<file path="src/hdl/tmu_geom_pkg.sv">
// geometry types for the texture address unit, imported by scanner, address pipe, FIFO and fetch
package tmu_geom_pkg;

	////////////////////////////////////////
	// scalar widths
	////////////////////////////////////////

	// integer pixel coordinate, also used for horizontal resolution
	typedef logic [10:0] coord_t;
	// texture coordinate or step, 11.6 fixed point
	typedef logic [16:0] tcoord_t;
	// sub-texel fraction
	typedef logic [5:0]  frac_t;
	// word address, one word per 16-bit pixel
	typedef logic [24:0] wadr_t;

	////////////////////////////////////////
	// grouped signals
	////////////////////////////////////////

	// one pixel from the scanner
	typedef struct packed {
		coord_t  dx;
		coord_t  dy;
		tcoord_t tx;
		tcoord_t ty;
	} point_t;

	// addresses for one pixel
	// texels a b on the top row, c d one texture line below
	typedef struct packed {
		wadr_t dadr;
		wadr_t tadra;
		wadr_t tadrb;
		wadr_t tadrc;
		wadr_t tadrd;
		frac_t x_frac;
		frac_t y_frac;
	} bundle_t;

	// rectangle command
	typedef struct packed {
		coord_t  x0;
		coord_t  y0;
		coord_t  width;
		coord_t  height;
		tcoord_t tx0;
		tcoord_t ty0;
		tcoord_t dtx;
		tcoord_t dty;
	} rect_cmd_t;

	// frame buffer setup, held stable while busy
	typedef struct packed {
		wadr_t  dst_fbuf;
		wadr_t  tex_fbuf;
		coord_t dst_hres;
		coord_t tex_hres;
	} fb_cfg_t;

endpackage

</file>
<file path="src/hdl/tmu_bus_pkg.sv">
// bus side types for the texture address unit, used by the fetch unit and the top level ports
package tmu_bus_pkg;

	// one 16-bit pixel
	typedef logic [15:0] texel_t;

	////////////////////////////////////////
	// wishbone classic, read only
	////////////////////////////////////////

	// master to slave, no write path so no we
	typedef struct packed {
		logic                cyc;
		logic                stb;
		tmu_geom_pkg::wadr_t adr;
	} wb_req_t;

	// slave to master
	typedef struct packed {
		logic   ack;
		texel_t dat;
	} wb_rsp_t;

	// fragment handed out of the unit
	typedef struct packed {
		tmu_geom_pkg::wadr_t dadr;
		texel_t              tex_a;
		texel_t              tex_b;
		texel_t              tex_c;
		texel_t              tex_d;
		tmu_geom_pkg::frac_t x_frac;
		tmu_geom_pkg::frac_t y_frac;
	} frag_t;

endpackage

</file>
<file path="src/hdl/tmu_scan.sv">
// rectangle scanner, walks a command in raster order and offers one point per pixel
`timescale 1ns/1ps

module tmu_scan (
	input  logic                   sys_clk,
	input  logic                   sys_rst,
	input  logic                   start_i,
	input  tmu_geom_pkg::rect_cmd_t cmd_i,
	output logic                   busy_o,
	output logic                   pt_stb_o,
	input  logic                   pt_ack_i,
	output tmu_geom_pkg::point_t   pt_o
);
	import tmu_geom_pkg::*;

	typedef enum logic {
		st_idle,
		st_run
	} scan_state_t;

	scan_state_t state;

	// latched command
	rect_cmd_t cmd_q;
	// position inside the rectangle
	coord_t    col;
	coord_t    row;
	// running texture coordinates
	tcoord_t   tx;
	tcoord_t   ty;

	logic      last_col;
	logic      last_row;
	logic      step;

	assign last_col = (col == (cmd_q.width - 11'd1));
	assign last_row = (row == (cmd_q.height - 11'd1));
	// point leaves this cycle
	assign step = pt_stb_o & pt_ack_i;

	////////////////////////////////////////
	// control
	////////////////////////////////////////

	always_ff @(posedge sys_clk) begin
		if (sys_rst) begin
			state <= st_idle;
		end else begin
			case (state)
				st_idle: begin
					// zero width or height gives nothing to draw
					if (start_i && (cmd_i.width != '0) && (cmd_i.height != '0))
						state <= st_run;
				end
				st_run: begin
					if (step && last_col && last_row)
						state <= st_idle;
				end
				default: state <= st_idle;
			endcase
		end
	end

	////////////////////////////////////////
	// counters and accumulators
	////////////////////////////////////////

	always_ff @(posedge sys_clk) begin
		if (state == st_idle) begin
			cmd_q <= cmd_i;
			col   <= '0;
			row   <= '0;
			tx    <= cmd_i.tx0;
			ty    <= cmd_i.ty0;
		end else if (step) begin
			if (last_col) begin
				// next row, back to left edge
				col <= '0;
				row <= row + 11'd1;
				tx  <= cmd_q.tx0;
				ty  <= ty + cmd_q.dty;
			end else begin
				col <= col + 11'd1;
				tx  <= tx + cmd_q.dtx;
			end
		end
	end

	// outputs
	assign busy_o   = (state == st_run);
	assign pt_stb_o = (state == st_run);
	assign pt_o.dx  = cmd_q.x0 + col;
	assign pt_o.dy  = cmd_q.y0 + row;
	assign pt_o.tx  = tx;
	assign pt_o.ty  = ty;

endmodule

</file>
<file path="src/hdl/tmu_adrgen.sv">
// address pipeline, turns a point into destination and four texel word addresses
`timescale 1ns/1ps

module tmu_adrgen (
	input  logic                  sys_clk,
	input  logic                  sys_rst,
	input  tmu_geom_pkg::fb_cfg_t cfg_i,
	input  logic                  pt_stb_i,
	output logic                  pt_ack_o,
	input  tmu_geom_pkg::point_t  pt_i,
	output logic                  bnd_stb_o,
	input  logic                  bnd_ack_i,
	output tmu_geom_pkg::bundle_t bnd_o,
	output logic                  busy_o
);
	import tmu_geom_pkg::*;

	// one enable for all three stages
	logic    pipe_en;

	// stage 1, multiply
	logic    valid_1;
	wadr_t   dadr_1;
	wadr_t   tadra_1;
	frac_t   x_frac_1;
	frac_t   y_frac_1;

	// stage 2, delay for the multiplier
	logic    valid_2;
	wadr_t   dadr_2;
	wadr_t   tadra_2;
	frac_t   x_frac_2;
	frac_t   y_frac_2;

	// stage 3, neighbour texels
	logic    valid_3;
	bundle_t bnd_3;

	////////////////////////////////////////
	// valid chain
	////////////////////////////////////////

	always_ff @(posedge sys_clk) begin
		if (sys_rst) begin
			valid_1 <= 1'b0;
			valid_2 <= 1'b0;
			valid_3 <= 1'b0;
		end else if (pipe_en) begin
			valid_1 <= pt_stb_i;
			valid_2 <= valid_1;
			valid_3 <= valid_2;
		end
	end

	////////////////////////////////////////
	// datapath
	////////////////////////////////////////

	always_ff @(posedge sys_clk) begin
		if (pipe_en) begin
			dadr_1   <= cfg_i.dst_fbuf + wadr_t'(cfg_i.dst_hres) * wadr_t'(pt_i.dy)
				+ wadr_t'(pt_i.dx);
			// integer part of the texture point
			tadra_1  <= cfg_i.tex_fbuf + wadr_t'(cfg_i.tex_hres) * wadr_t'(pt_i.ty[16:6])
				+ wadr_t'(pt_i.tx[16:6]);
			x_frac_1 <= pt_i.tx[5:0];
			y_frac_1 <= pt_i.ty[5:0];

			dadr_2   <= dadr_1;
			tadra_2  <= tadra_1;
			x_frac_2 <= x_frac_1;
			y_frac_2 <= y_frac_1;

			// right, below and below right of texel a
			bnd_3.dadr   <= dadr_2;
			bnd_3.tadra  <= tadra_2;
			bnd_3.tadrb  <= tadra_2 + 25'd1;
			bnd_3.tadrc  <= tadra_2 + wadr_t'(cfg_i.tex_hres);
			bnd_3.tadrd  <= tadra_2 + wadr_t'(cfg_i.tex_hres) + 25'd1;
			bnd_3.x_frac <= x_frac_2;
			bnd_3.y_frac <= y_frac_2;
		end
	end

	// advance while the output slot is free or leaving
	assign pipe_en   = ~valid_3 | bnd_ack_i;
	assign pt_ack_o  = pipe_en;
	assign bnd_stb_o = valid_3;
	assign bnd_o     = bnd_3;
	assign busy_o    = valid_1 | valid_2 | valid_3;

endmodule

</file>
<file path="src/hdl/tmu_adr_fifo.sv">
// synchronous fall-through FIFO between the address pipeline and the texel fetch
`timescale 1ns/1ps

module tmu_adr_fifo #(
	parameter int fifo_depth_log2 = 3
) (
	input  logic                  sys_clk,
	input  logic                  sys_rst,
	input  logic                  wr_stb_i,
	output logic                  wr_ack_o,
	input  tmu_geom_pkg::bundle_t wr_i,
	output logic                  rd_stb_o,
	input  logic                  rd_ack_i,
	output tmu_geom_pkg::bundle_t rd_o,
	output logic                  empty_o
);
	import tmu_geom_pkg::*;

	bundle_t                    mem [1 << fifo_depth_log2];
	logic [fifo_depth_log2-1:0] wr_ptr;
	logic [fifo_depth_log2-1:0] rd_ptr;
	// one extra bit, msb set only when full
	logic [fifo_depth_log2:0]   count;

	logic                       wr_en;
	logic                       rd_en;

	assign wr_ack_o = ~count[fifo_depth_log2];
	assign empty_o  = (count == '0);
	assign rd_stb_o = ~empty_o;
	assign wr_en    = wr_stb_i & wr_ack_o;
	assign rd_en    = rd_stb_o & rd_ack_i;

	// head entry shown without a read request
	assign rd_o = mem[rd_ptr];

	always_ff @(posedge sys_clk) begin
		if (wr_en)
			mem[wr_ptr] <= wr_i;
	end

	////////////////////////////////////////
	// pointers and occupancy
	////////////////////////////////////////

	always_ff @(posedge sys_clk) begin
		if (sys_rst) begin
			wr_ptr <= '0;
			rd_ptr <= '0;
			count  <= '0;
		end else begin
			if (wr_en)
				wr_ptr <= wr_ptr + 1'b1;
			if (rd_en)
				rd_ptr <= rd_ptr + 1'b1;
			// simultaneous read and write leaves count alone
			case ({wr_en, rd_en})
				2'b10:   count <= count + 1'b1;
				2'b01:   count <= count - 1'b1;
				default: count <= count;
			endcase
		end
	end

endmodule

</file>
<file path="src/hdl/tmu_fetch.sv">
// texel fetch, reads four texels per bundle over wishbone and presents the fragment
`timescale 1ns/1ps

module tmu_fetch (
	input  logic                  sys_clk,
	input  logic                  sys_rst,
	input  logic                  bnd_stb_i,
	output logic                  bnd_ack_o,
	input  tmu_geom_pkg::bundle_t bnd_i,
	output tmu_bus_pkg::wb_req_t  wb_o,
	input  tmu_bus_pkg::wb_rsp_t  wb_i,
	output logic                  frag_stb_o,
	input  logic                  frag_ack_i,
	output tmu_bus_pkg::frag_t    frag_o,
	output logic                  busy_o
);
	import tmu_geom_pkg::*;
	import tmu_bus_pkg::*;

	typedef enum logic [1:0] {
		st_idle,
		st_read,
		st_present
	} fetch_state_t;

	fetch_state_t state;
	// texel being read, a to d
	logic [1:0]   idx;
	bundle_t      bnd_q;
	texel_t       tex_q [4];
	wb_req_t      req;
	wadr_t        cur_adr;

	// address of the current texel
	always_comb begin
		case (idx)
			2'd0:    cur_adr = bnd_q.tadra;
			2'd1:    cur_adr = bnd_q.tadrb;
			2'd2:    cur_adr = bnd_q.tadrc;
			default: cur_adr = bnd_q.tadrd;
		endcase
	end

	////////////////////////////////////////
	// control and bus cycle
	////////////////////////////////////////

	always_ff @(posedge sys_clk) begin
		if (sys_rst) begin
			state   <= st_idle;
			idx     <= 2'd0;
			req.cyc <= 1'b0;
			req.stb <= 1'b0;
		end else begin
			case (state)
				st_idle: begin
					if (bnd_stb_i) begin
						state <= st_read;
						idx   <= 2'd0;
					end
				end
				st_read: begin
					if (req.stb) begin
						// hold until the slave answers
						if (wb_i.ack) begin
							req.cyc <= 1'b0;
							req.stb <= 1'b0;
							if (idx == 2'd3)
								state <= st_present;
							else
								idx <= idx + 2'd1;
						end
					end else begin
						// one idle cycle between reads
						req.cyc <= 1'b1;
						req.stb <= 1'b1;
					end
				end
				st_present: begin
					if (frag_ack_i)
						state <= st_idle;
				end
				default: state <= st_idle;
			endcase
		end
	end

	////////////////////////////////////////
	// payload
	////////////////////////////////////////

	always_ff @(posedge sys_clk) begin
		if (bnd_stb_i && bnd_ack_o)
			bnd_q <= bnd_i;
		// address set on the cycle cyc and stb rise
		if ((state == st_read) && !req.stb)
			req.adr <= cur_adr;
		if (req.stb && wb_i.ack)
			tex_q[idx] <= wb_i.dat;
	end

	assign bnd_ack_o = (state == st_idle);
	assign busy_o    = (state != st_idle);
	assign wb_o      = req;

	// fragment out
	assign frag_stb_o    = (state == st_present);
	assign frag_o.dadr   = bnd_q.dadr;
	assign frag_o.tex_a  = tex_q[0];
	assign frag_o.tex_b  = tex_q[1];
	assign frag_o.tex_c  = tex_q[2];
	assign frag_o.tex_d  = tex_q[3];
	assign frag_o.x_frac = bnd_q.x_frac;
	assign frag_o.y_frac = bnd_q.y_frac;

endmodule

</file>
<file path="src/hdl/tmu_addr_unit.sv">
// texture address unit top level, scanner to address pipe to FIFO to texel fetch
`timescale 1ns/1ps

module tmu_addr_unit #(
	parameter int fifo_depth_log2 = 3
) (
	input  logic                    sys_clk,
	input  logic                    sys_rst,
	input  logic                    start_i,
	input  tmu_geom_pkg::rect_cmd_t cmd_i,
	input  tmu_geom_pkg::fb_cfg_t   cfg_i,
	output logic                    busy_o,
	output tmu_bus_pkg::wb_req_t    wb_o,
	input  tmu_bus_pkg::wb_rsp_t    wb_i,
	output logic                    frag_stb_o,
	input  logic                    frag_ack_i,
	output tmu_bus_pkg::frag_t      frag_o
);
	import tmu_geom_pkg::*;

	// busy flags
	logic    scan_busy;
	logic    adr_busy;
	logic    fetch_busy;
	logic    fifo_empty;

	// command taken only when everything is drained
	logic    start_ok;

	// scanner to address pipe
	logic    pt_stb;
	logic    pt_ack;
	point_t  pt;

	// address pipe to FIFO
	logic    gen_stb;
	logic    gen_ack;
	bundle_t gen_bnd;

	// FIFO to fetch
	logic    rd_stb;
	logic    rd_ack;
	bundle_t rd_bnd;

	assign start_ok = start_i & ~busy_o;
	assign busy_o   = scan_busy | adr_busy | fetch_busy | ~fifo_empty;

	////////////////////////////////////////
	// blocks
	////////////////////////////////////////

	tmu_scan u_scan (
		.sys_clk  (sys_clk),
		.sys_rst  (sys_rst),
		.start_i  (start_ok),
		.cmd_i    (cmd_i),
		.busy_o   (scan_busy),
		.pt_stb_o (pt_stb),
		.pt_ack_i (pt_ack),
		.pt_o     (pt)
	);

	tmu_adrgen u_adrgen (
		.sys_clk   (sys_clk),
		.sys_rst   (sys_rst),
		.cfg_i     (cfg_i),
		.pt_stb_i  (pt_stb),
		.pt_ack_o  (pt_ack),
		.pt_i      (pt),
		.bnd_stb_o (gen_stb),
		.bnd_ack_i (gen_ack),
		.bnd_o     (gen_bnd),
		.busy_o    (adr_busy)
	);

	tmu_adr_fifo #(
		.fifo_depth_log2 (fifo_depth_log2)
	) u_adr_fifo (
		.sys_clk  (sys_clk),
		.sys_rst  (sys_rst),
		.wr_stb_i (gen_stb),
		.wr_ack_o (gen_ack),
		.wr_i     (gen_bnd),
		.rd_stb_o (rd_stb),
		.rd_ack_i (rd_ack),
		.rd_o     (rd_bnd),
		.empty_o  (fifo_empty)
	);

	tmu_fetch u_fetch (
		.sys_clk    (sys_clk),
		.sys_rst    (sys_rst),
		.bnd_stb_i  (rd_stb),
		.bnd_ack_o  (rd_ack),
		.bnd_i      (rd_bnd),
		.wb_o       (wb_o),
		.wb_i       (wb_i),
		.frag_stb_o (frag_stb_o),
		.frag_ack_i (frag_ack_i),
		.frag_o     (frag_o),
		.busy_o     (fetch_busy)
	);

endmodule

</file>
<file path="config.mk">
export PLATFORM = sky130hd
export DESIGN_NAME = tmu_addr_unit
export DESIGN_NICKNAME = d
export VERILOG_FILES = /design/src/hdl/tmu_geom_pkg.sv /design/src/hdl/tmu_bus_pkg.sv /design/src/hdl/tmu_scan.sv /design/src/hdl/tmu_adrgen.sv /design/src/hdl/tmu_adr_fifo.sv /design/src/hdl/tmu_fetch.sv /design/src/hdl/tmu_addr_unit.sv
export SDC_FILE = /design/constraint.sdc
export NUM_CORES = 2
export LEC_CHECK = 0
export ABC_AREA = 1
export BUFFER_PORTS_ARGS = -buffer_cell sky130_fd_sc_hd__buf_4
export CAP_MARGIN = 20
export CORE_MARGIN = 1
export CORE_UTILIZATION = 67
export DETAILED_ROUTE_END_ITERATION = 6
export MAX_ROUTING_LAYER = met4
export PLACE_DENSITY = 0.93
export SYNTH_ARGS = -nofsm -noshare
export SYNTH_HDL_FRONTEND = slang
export SYNTH_SLANG_ARGS = --single-unit
export TNS_END_PERCENT = 1
</file>
<file path="constraint.sdc">
create_clock -name sys_clk -period 12.05 [get_ports sys_clk]
set_input_delay 1.8075 -clock sys_clk [delete_from_list [all_inputs] [get_ports sys_clk]]
set_output_delay 1.8075 -clock sys_clk [all_outputs]
set_load 0.05 [all_outputs]
</file>
==> reports/summary.txt <==
CLOCK NETWORK
---------------------------------------------------------------------------------------
Number of clock sinks                                                              1754
Num CTS Buffers                                                                     162
Worst-skew pair later-pin latency                                               0.80 ns
Post_cts resized                                                                      0
H-tree lvl count                                                                      4
Hold Buf Count CTS                                                                    0
Buffer depth of the longest clock path                                                3
Clock-pin slew on the worst setup and hold paths                                0.06 ns
CTS tree                                                                            yes
# Post-CTS Setup Buffers                                                              0
Root buffer cell                                                              clkbuf_16

WORST SETUP PATH
---------------------------------------------------------------------------------------
Worst EP arrival                                                                7.26 ns
Launching element type of the critical path                                    register
R2R depth                                                                            24
Element type at the critical path end                                          register
Maximum single-stage delay on the critical path                                 0.77 ns
CP Class                                                                   register to register
Worst endpoint required time                                                   12.57 ns
Worst Path Max Fanout                                                                11
Worst-path cell chain                                                      ha_1 > inv_1 > nor3_1 > nand3_1 > nand4_1 > xor2_1 > nor2_1 > fa_1 > inv_1 > fa_1 > inv_1 > fa_1 > inv_1 > fa_1 > fa_1 > inv_1 > ha_1 > a21oi_1 > o21ai_0 > a221oi_1 > nand3_1 > nand2_1 > nand2_1 > xor2_1
Cell at the slowest stage of the critical path                                   xor2_1

DRT
---------------------------------------------------------------------------------------
Number of violations reported at the end of detailed-routing iteration 0          10500
Total Routed Length                                                           224000 um
Number of routed nets with antenna violations                                         0
Vias after detailed routing                                                       57200
Average via count per standard cell                                                6.73
DR DRC count                                                                        173
Average wire per standard cell                                                  26.3 um
First-pass iteration count of the detailed router                                     7

GRT
---------------------------------------------------------------------------------------
Via count of the first global-routing pass                                        56400
Antenna violations before repair                                                      6
Pin count of the biggest net entering global routing                                266
Sum of overflow across all layers after global routing                                0
Global-route wire length before repair                                        332000 um
Overall track demand over capacity in global routing                              38.1%

STA
---------------------------------------------------------------------------------------
Transition time at the pin with the least slew margin                           1.20 ns
Final period util                                                                 55.9%
Worst Skew                                                                    0.0305 ns
Final setup viols                                                                     0
Count of endpoints failing hold in the final timing report                            0
Max-slew violation total from the final report                                        0
Sum of negative setup slack                                                        0 ns
Worst relative slew slack                                                         19.9%
Upper clock frequency limit                                                   0.148 GHz
Worst path setup slack after routing                                            5.31 ns
RSZ-0062 raised after global routing                                                 no
Minimum clock period after layout                                               6.74 ns

LOGIC SYNTHESIS
---------------------------------------------------------------------------------------
Post-synth cell types                                                                49
Number of synthesized register bits                                                1754
Area contributors post-synth                                               edfxtp_1 (65%), fa_1 (5.8%), nor2_1 (5.6%)
Sequential area share after synthesis                                             65.8%
Fraction of registers with async set/reset                                           0%
Post-Syn Nets                                                                      7236
Commonest register cell after synthesis                                        edfxtp_1
Post-synth top cells                                                       edfxtp_1 (1712), nor2_1 (1194), nand2_1 (717)
Syn_area_per_cell                                                             12.1 um^2
Post-synthesis instance area                                                 79500 um^2
Yosys warnings                                                                        0
Most frequent cell after synthesis                                             edfxtp_1
Post-synth EDFFs                                                                   1712
Number of instances in the synthesized netlist                                     6593
Area share of the leading cell type in the synthesized netlist                    64.7%
Top cell type by total area after synthesis                                    edfxtp_1

FLOORPLANNING
---------------------------------------------------------------------------------------
I/O pin total                                                                       335
DIE WIDTH                                                                        346 um
Area of the die                                                             120000 um^2
Core ar.                                                                    117000 um^2
Standard-cell rows                                                                  125
Die extent in y                                                                  346 um
Initial core utilization                                                          68.0%

PLACEMENT
---------------------------------------------------------------------------------------
Post-Place Cells                                                                   8189
Port buffer count                                                                   334
Global placement routability congestion                                           0.963
Half-perimeter wire length after placement                                    121000 um
Post-Place Setup Slack                                                          5.18 ns

OUTCOME
---------------------------------------------------------------------------------------
Failing checks                                                                      DRC
Outcome                                                                    finished, violations left

WORST HOLD PATH
---------------------------------------------------------------------------------------
Min-Delay Path Depth                                                                  0
Worst Hold Class                                                           register to register

FINAL LAYOUT
---------------------------------------------------------------------------------------
# nets final                                                                       7472
Area Overhead vs Synth                                                            11.1%
Final std cells w/o fill                                                           8495
Fraction of layout instances using a drive strength above 1                       10.0%

FLOW RUN
---------------------------------------------------------------------------------------
Max-cap viol count                                                                    0

## cells in the final DEF, fill, tap and decap left out, types with 11 or more instances in the layout
cell,netlist,final
nor2_2,13,14
nand4_1,25,25
nor2_1,1194,1185
clkinv_2,0,22
inv_1,628,625
xor2_1,103,103
dfxtp_1,42,40
clkbuf_1,225,33
nor3_1,28,28
fa_1,232,232
ha_1,206,205
buf_4,37,377
o21ai_0,629,629
nand2_1,717,716
bufinv_16,0,11
clkinv_1,8,43
o211ai_1,12,12
nand3_1,101,101
a31oi_1,173,173
xnor2_1,53,53
or2_2,20,20
edfxtp_1,1712,1712
nor4_1,13,13
a21oi_1,151,151
o22ai_1,137,137
clkbuf_16,0,166
## worst paths after layout
check	end	slack [ns]	startpoint
max	u_adrgen.dadr_1[24]	5.31	u_scan.cmd_q[98]
min	u_adrgen.dadr_2[15]	0.40	u_adrgen.dadr_1[15]
max reg2reg	u_adrgen.dadr_1[24]	5.31	u_scan.cmd_q[98]
min reg2reg	u_adrgen.dadr_2[15]	0.40	u_adrgen.dadr_1[15]
## cell type report
class,instances,area [um^2]
tap,1524,1910
clock buffer,201,4310
antenna,9,22.5
timing repair buffer,384,2970
clock inverter,96,860
multi-input combinational,3883,23500
fill,5876,28500
sequential,1754,52300
inverter,644,2450
## logic make-up after synthesis
| family | after synthesis | share of synthesized area [%] |
|---|---|---|
| buffers and inverters | 956 | 4.73 |
| xor gates and xnor gates | 160 | 1.82 |
| adders and majority gates | 438 | 9.09 |
| AOI/OAI and AO/OA | 1137 | 7.81 |
| and+or+nand+nor | 2148 | 10.8 |
| DFF | 1754 | 65.8 |
## per-layer routing
layer / share of wire (%) / vias up / GRT usage, % / wire length, um
li1: - / 23200 / - / -
met1: 32 / 26400 / 45.7 / 72500
met2: 45 / 6071 / 57.5 / 101000
met3: 15 / 1540 / 11.4 / 33500
met4: 7.3 / 0 / 21.8 / 16400
met5: 0 / - / - / 0
## state kept, by name (all words and copies together) (netlist names), 4 cells and up
register,flops
u_adr_fifo.count,4
u_adr_fifo.mem,1096
u_adrgen.bnd_o,137
u_adrgen.dadr_1,25
u_adrgen.dadr_2,25
u_adrgen.tadra_1,25
u_adrgen.tadra_2,25
u_adrgen.x_frac_1,6
u_adrgen.x_frac_2,6
u_adrgen.y_frac_1,6
u_adrgen.y_frac_2,6
u_fetch.bnd_q,100
u_fetch.frag_o,37
u_fetch.tex_q,64
u_fetch.wb_o,27
u_scan.cmd_q,95
u_scan.col,11
u_scan.row,11
u_scan.tx,17
u_scan.ty,17
## worst max-delay path: cells and delay by family (launching register included)
kind                     cells  cell delay (ns)
AND/OR/NAND/NOR              7             1.03
buffers and inverters        5             0.28
flip-flops                   1             0.42
AO/OA/AOI/OAI                3             0.70
adder cells (fa/ha/maj)      7             3.14
XOR/XNOR                     2             0.92
## stage by stage
step                instance area, um^2  util [%]  hold WS, ns
floorplan                         79500         -        0.400
global placement                  83100      71.1        0.400
detailed placement                83100      71.1        0.405
CTS                               88300      75.6        0.404
global route                      88300      75.6        0.411
finish                            88300      75.6        0.403
Power is not shown: default switching activity piles up to over one toggle a cycle in this logic, so the estimate is an artifact.
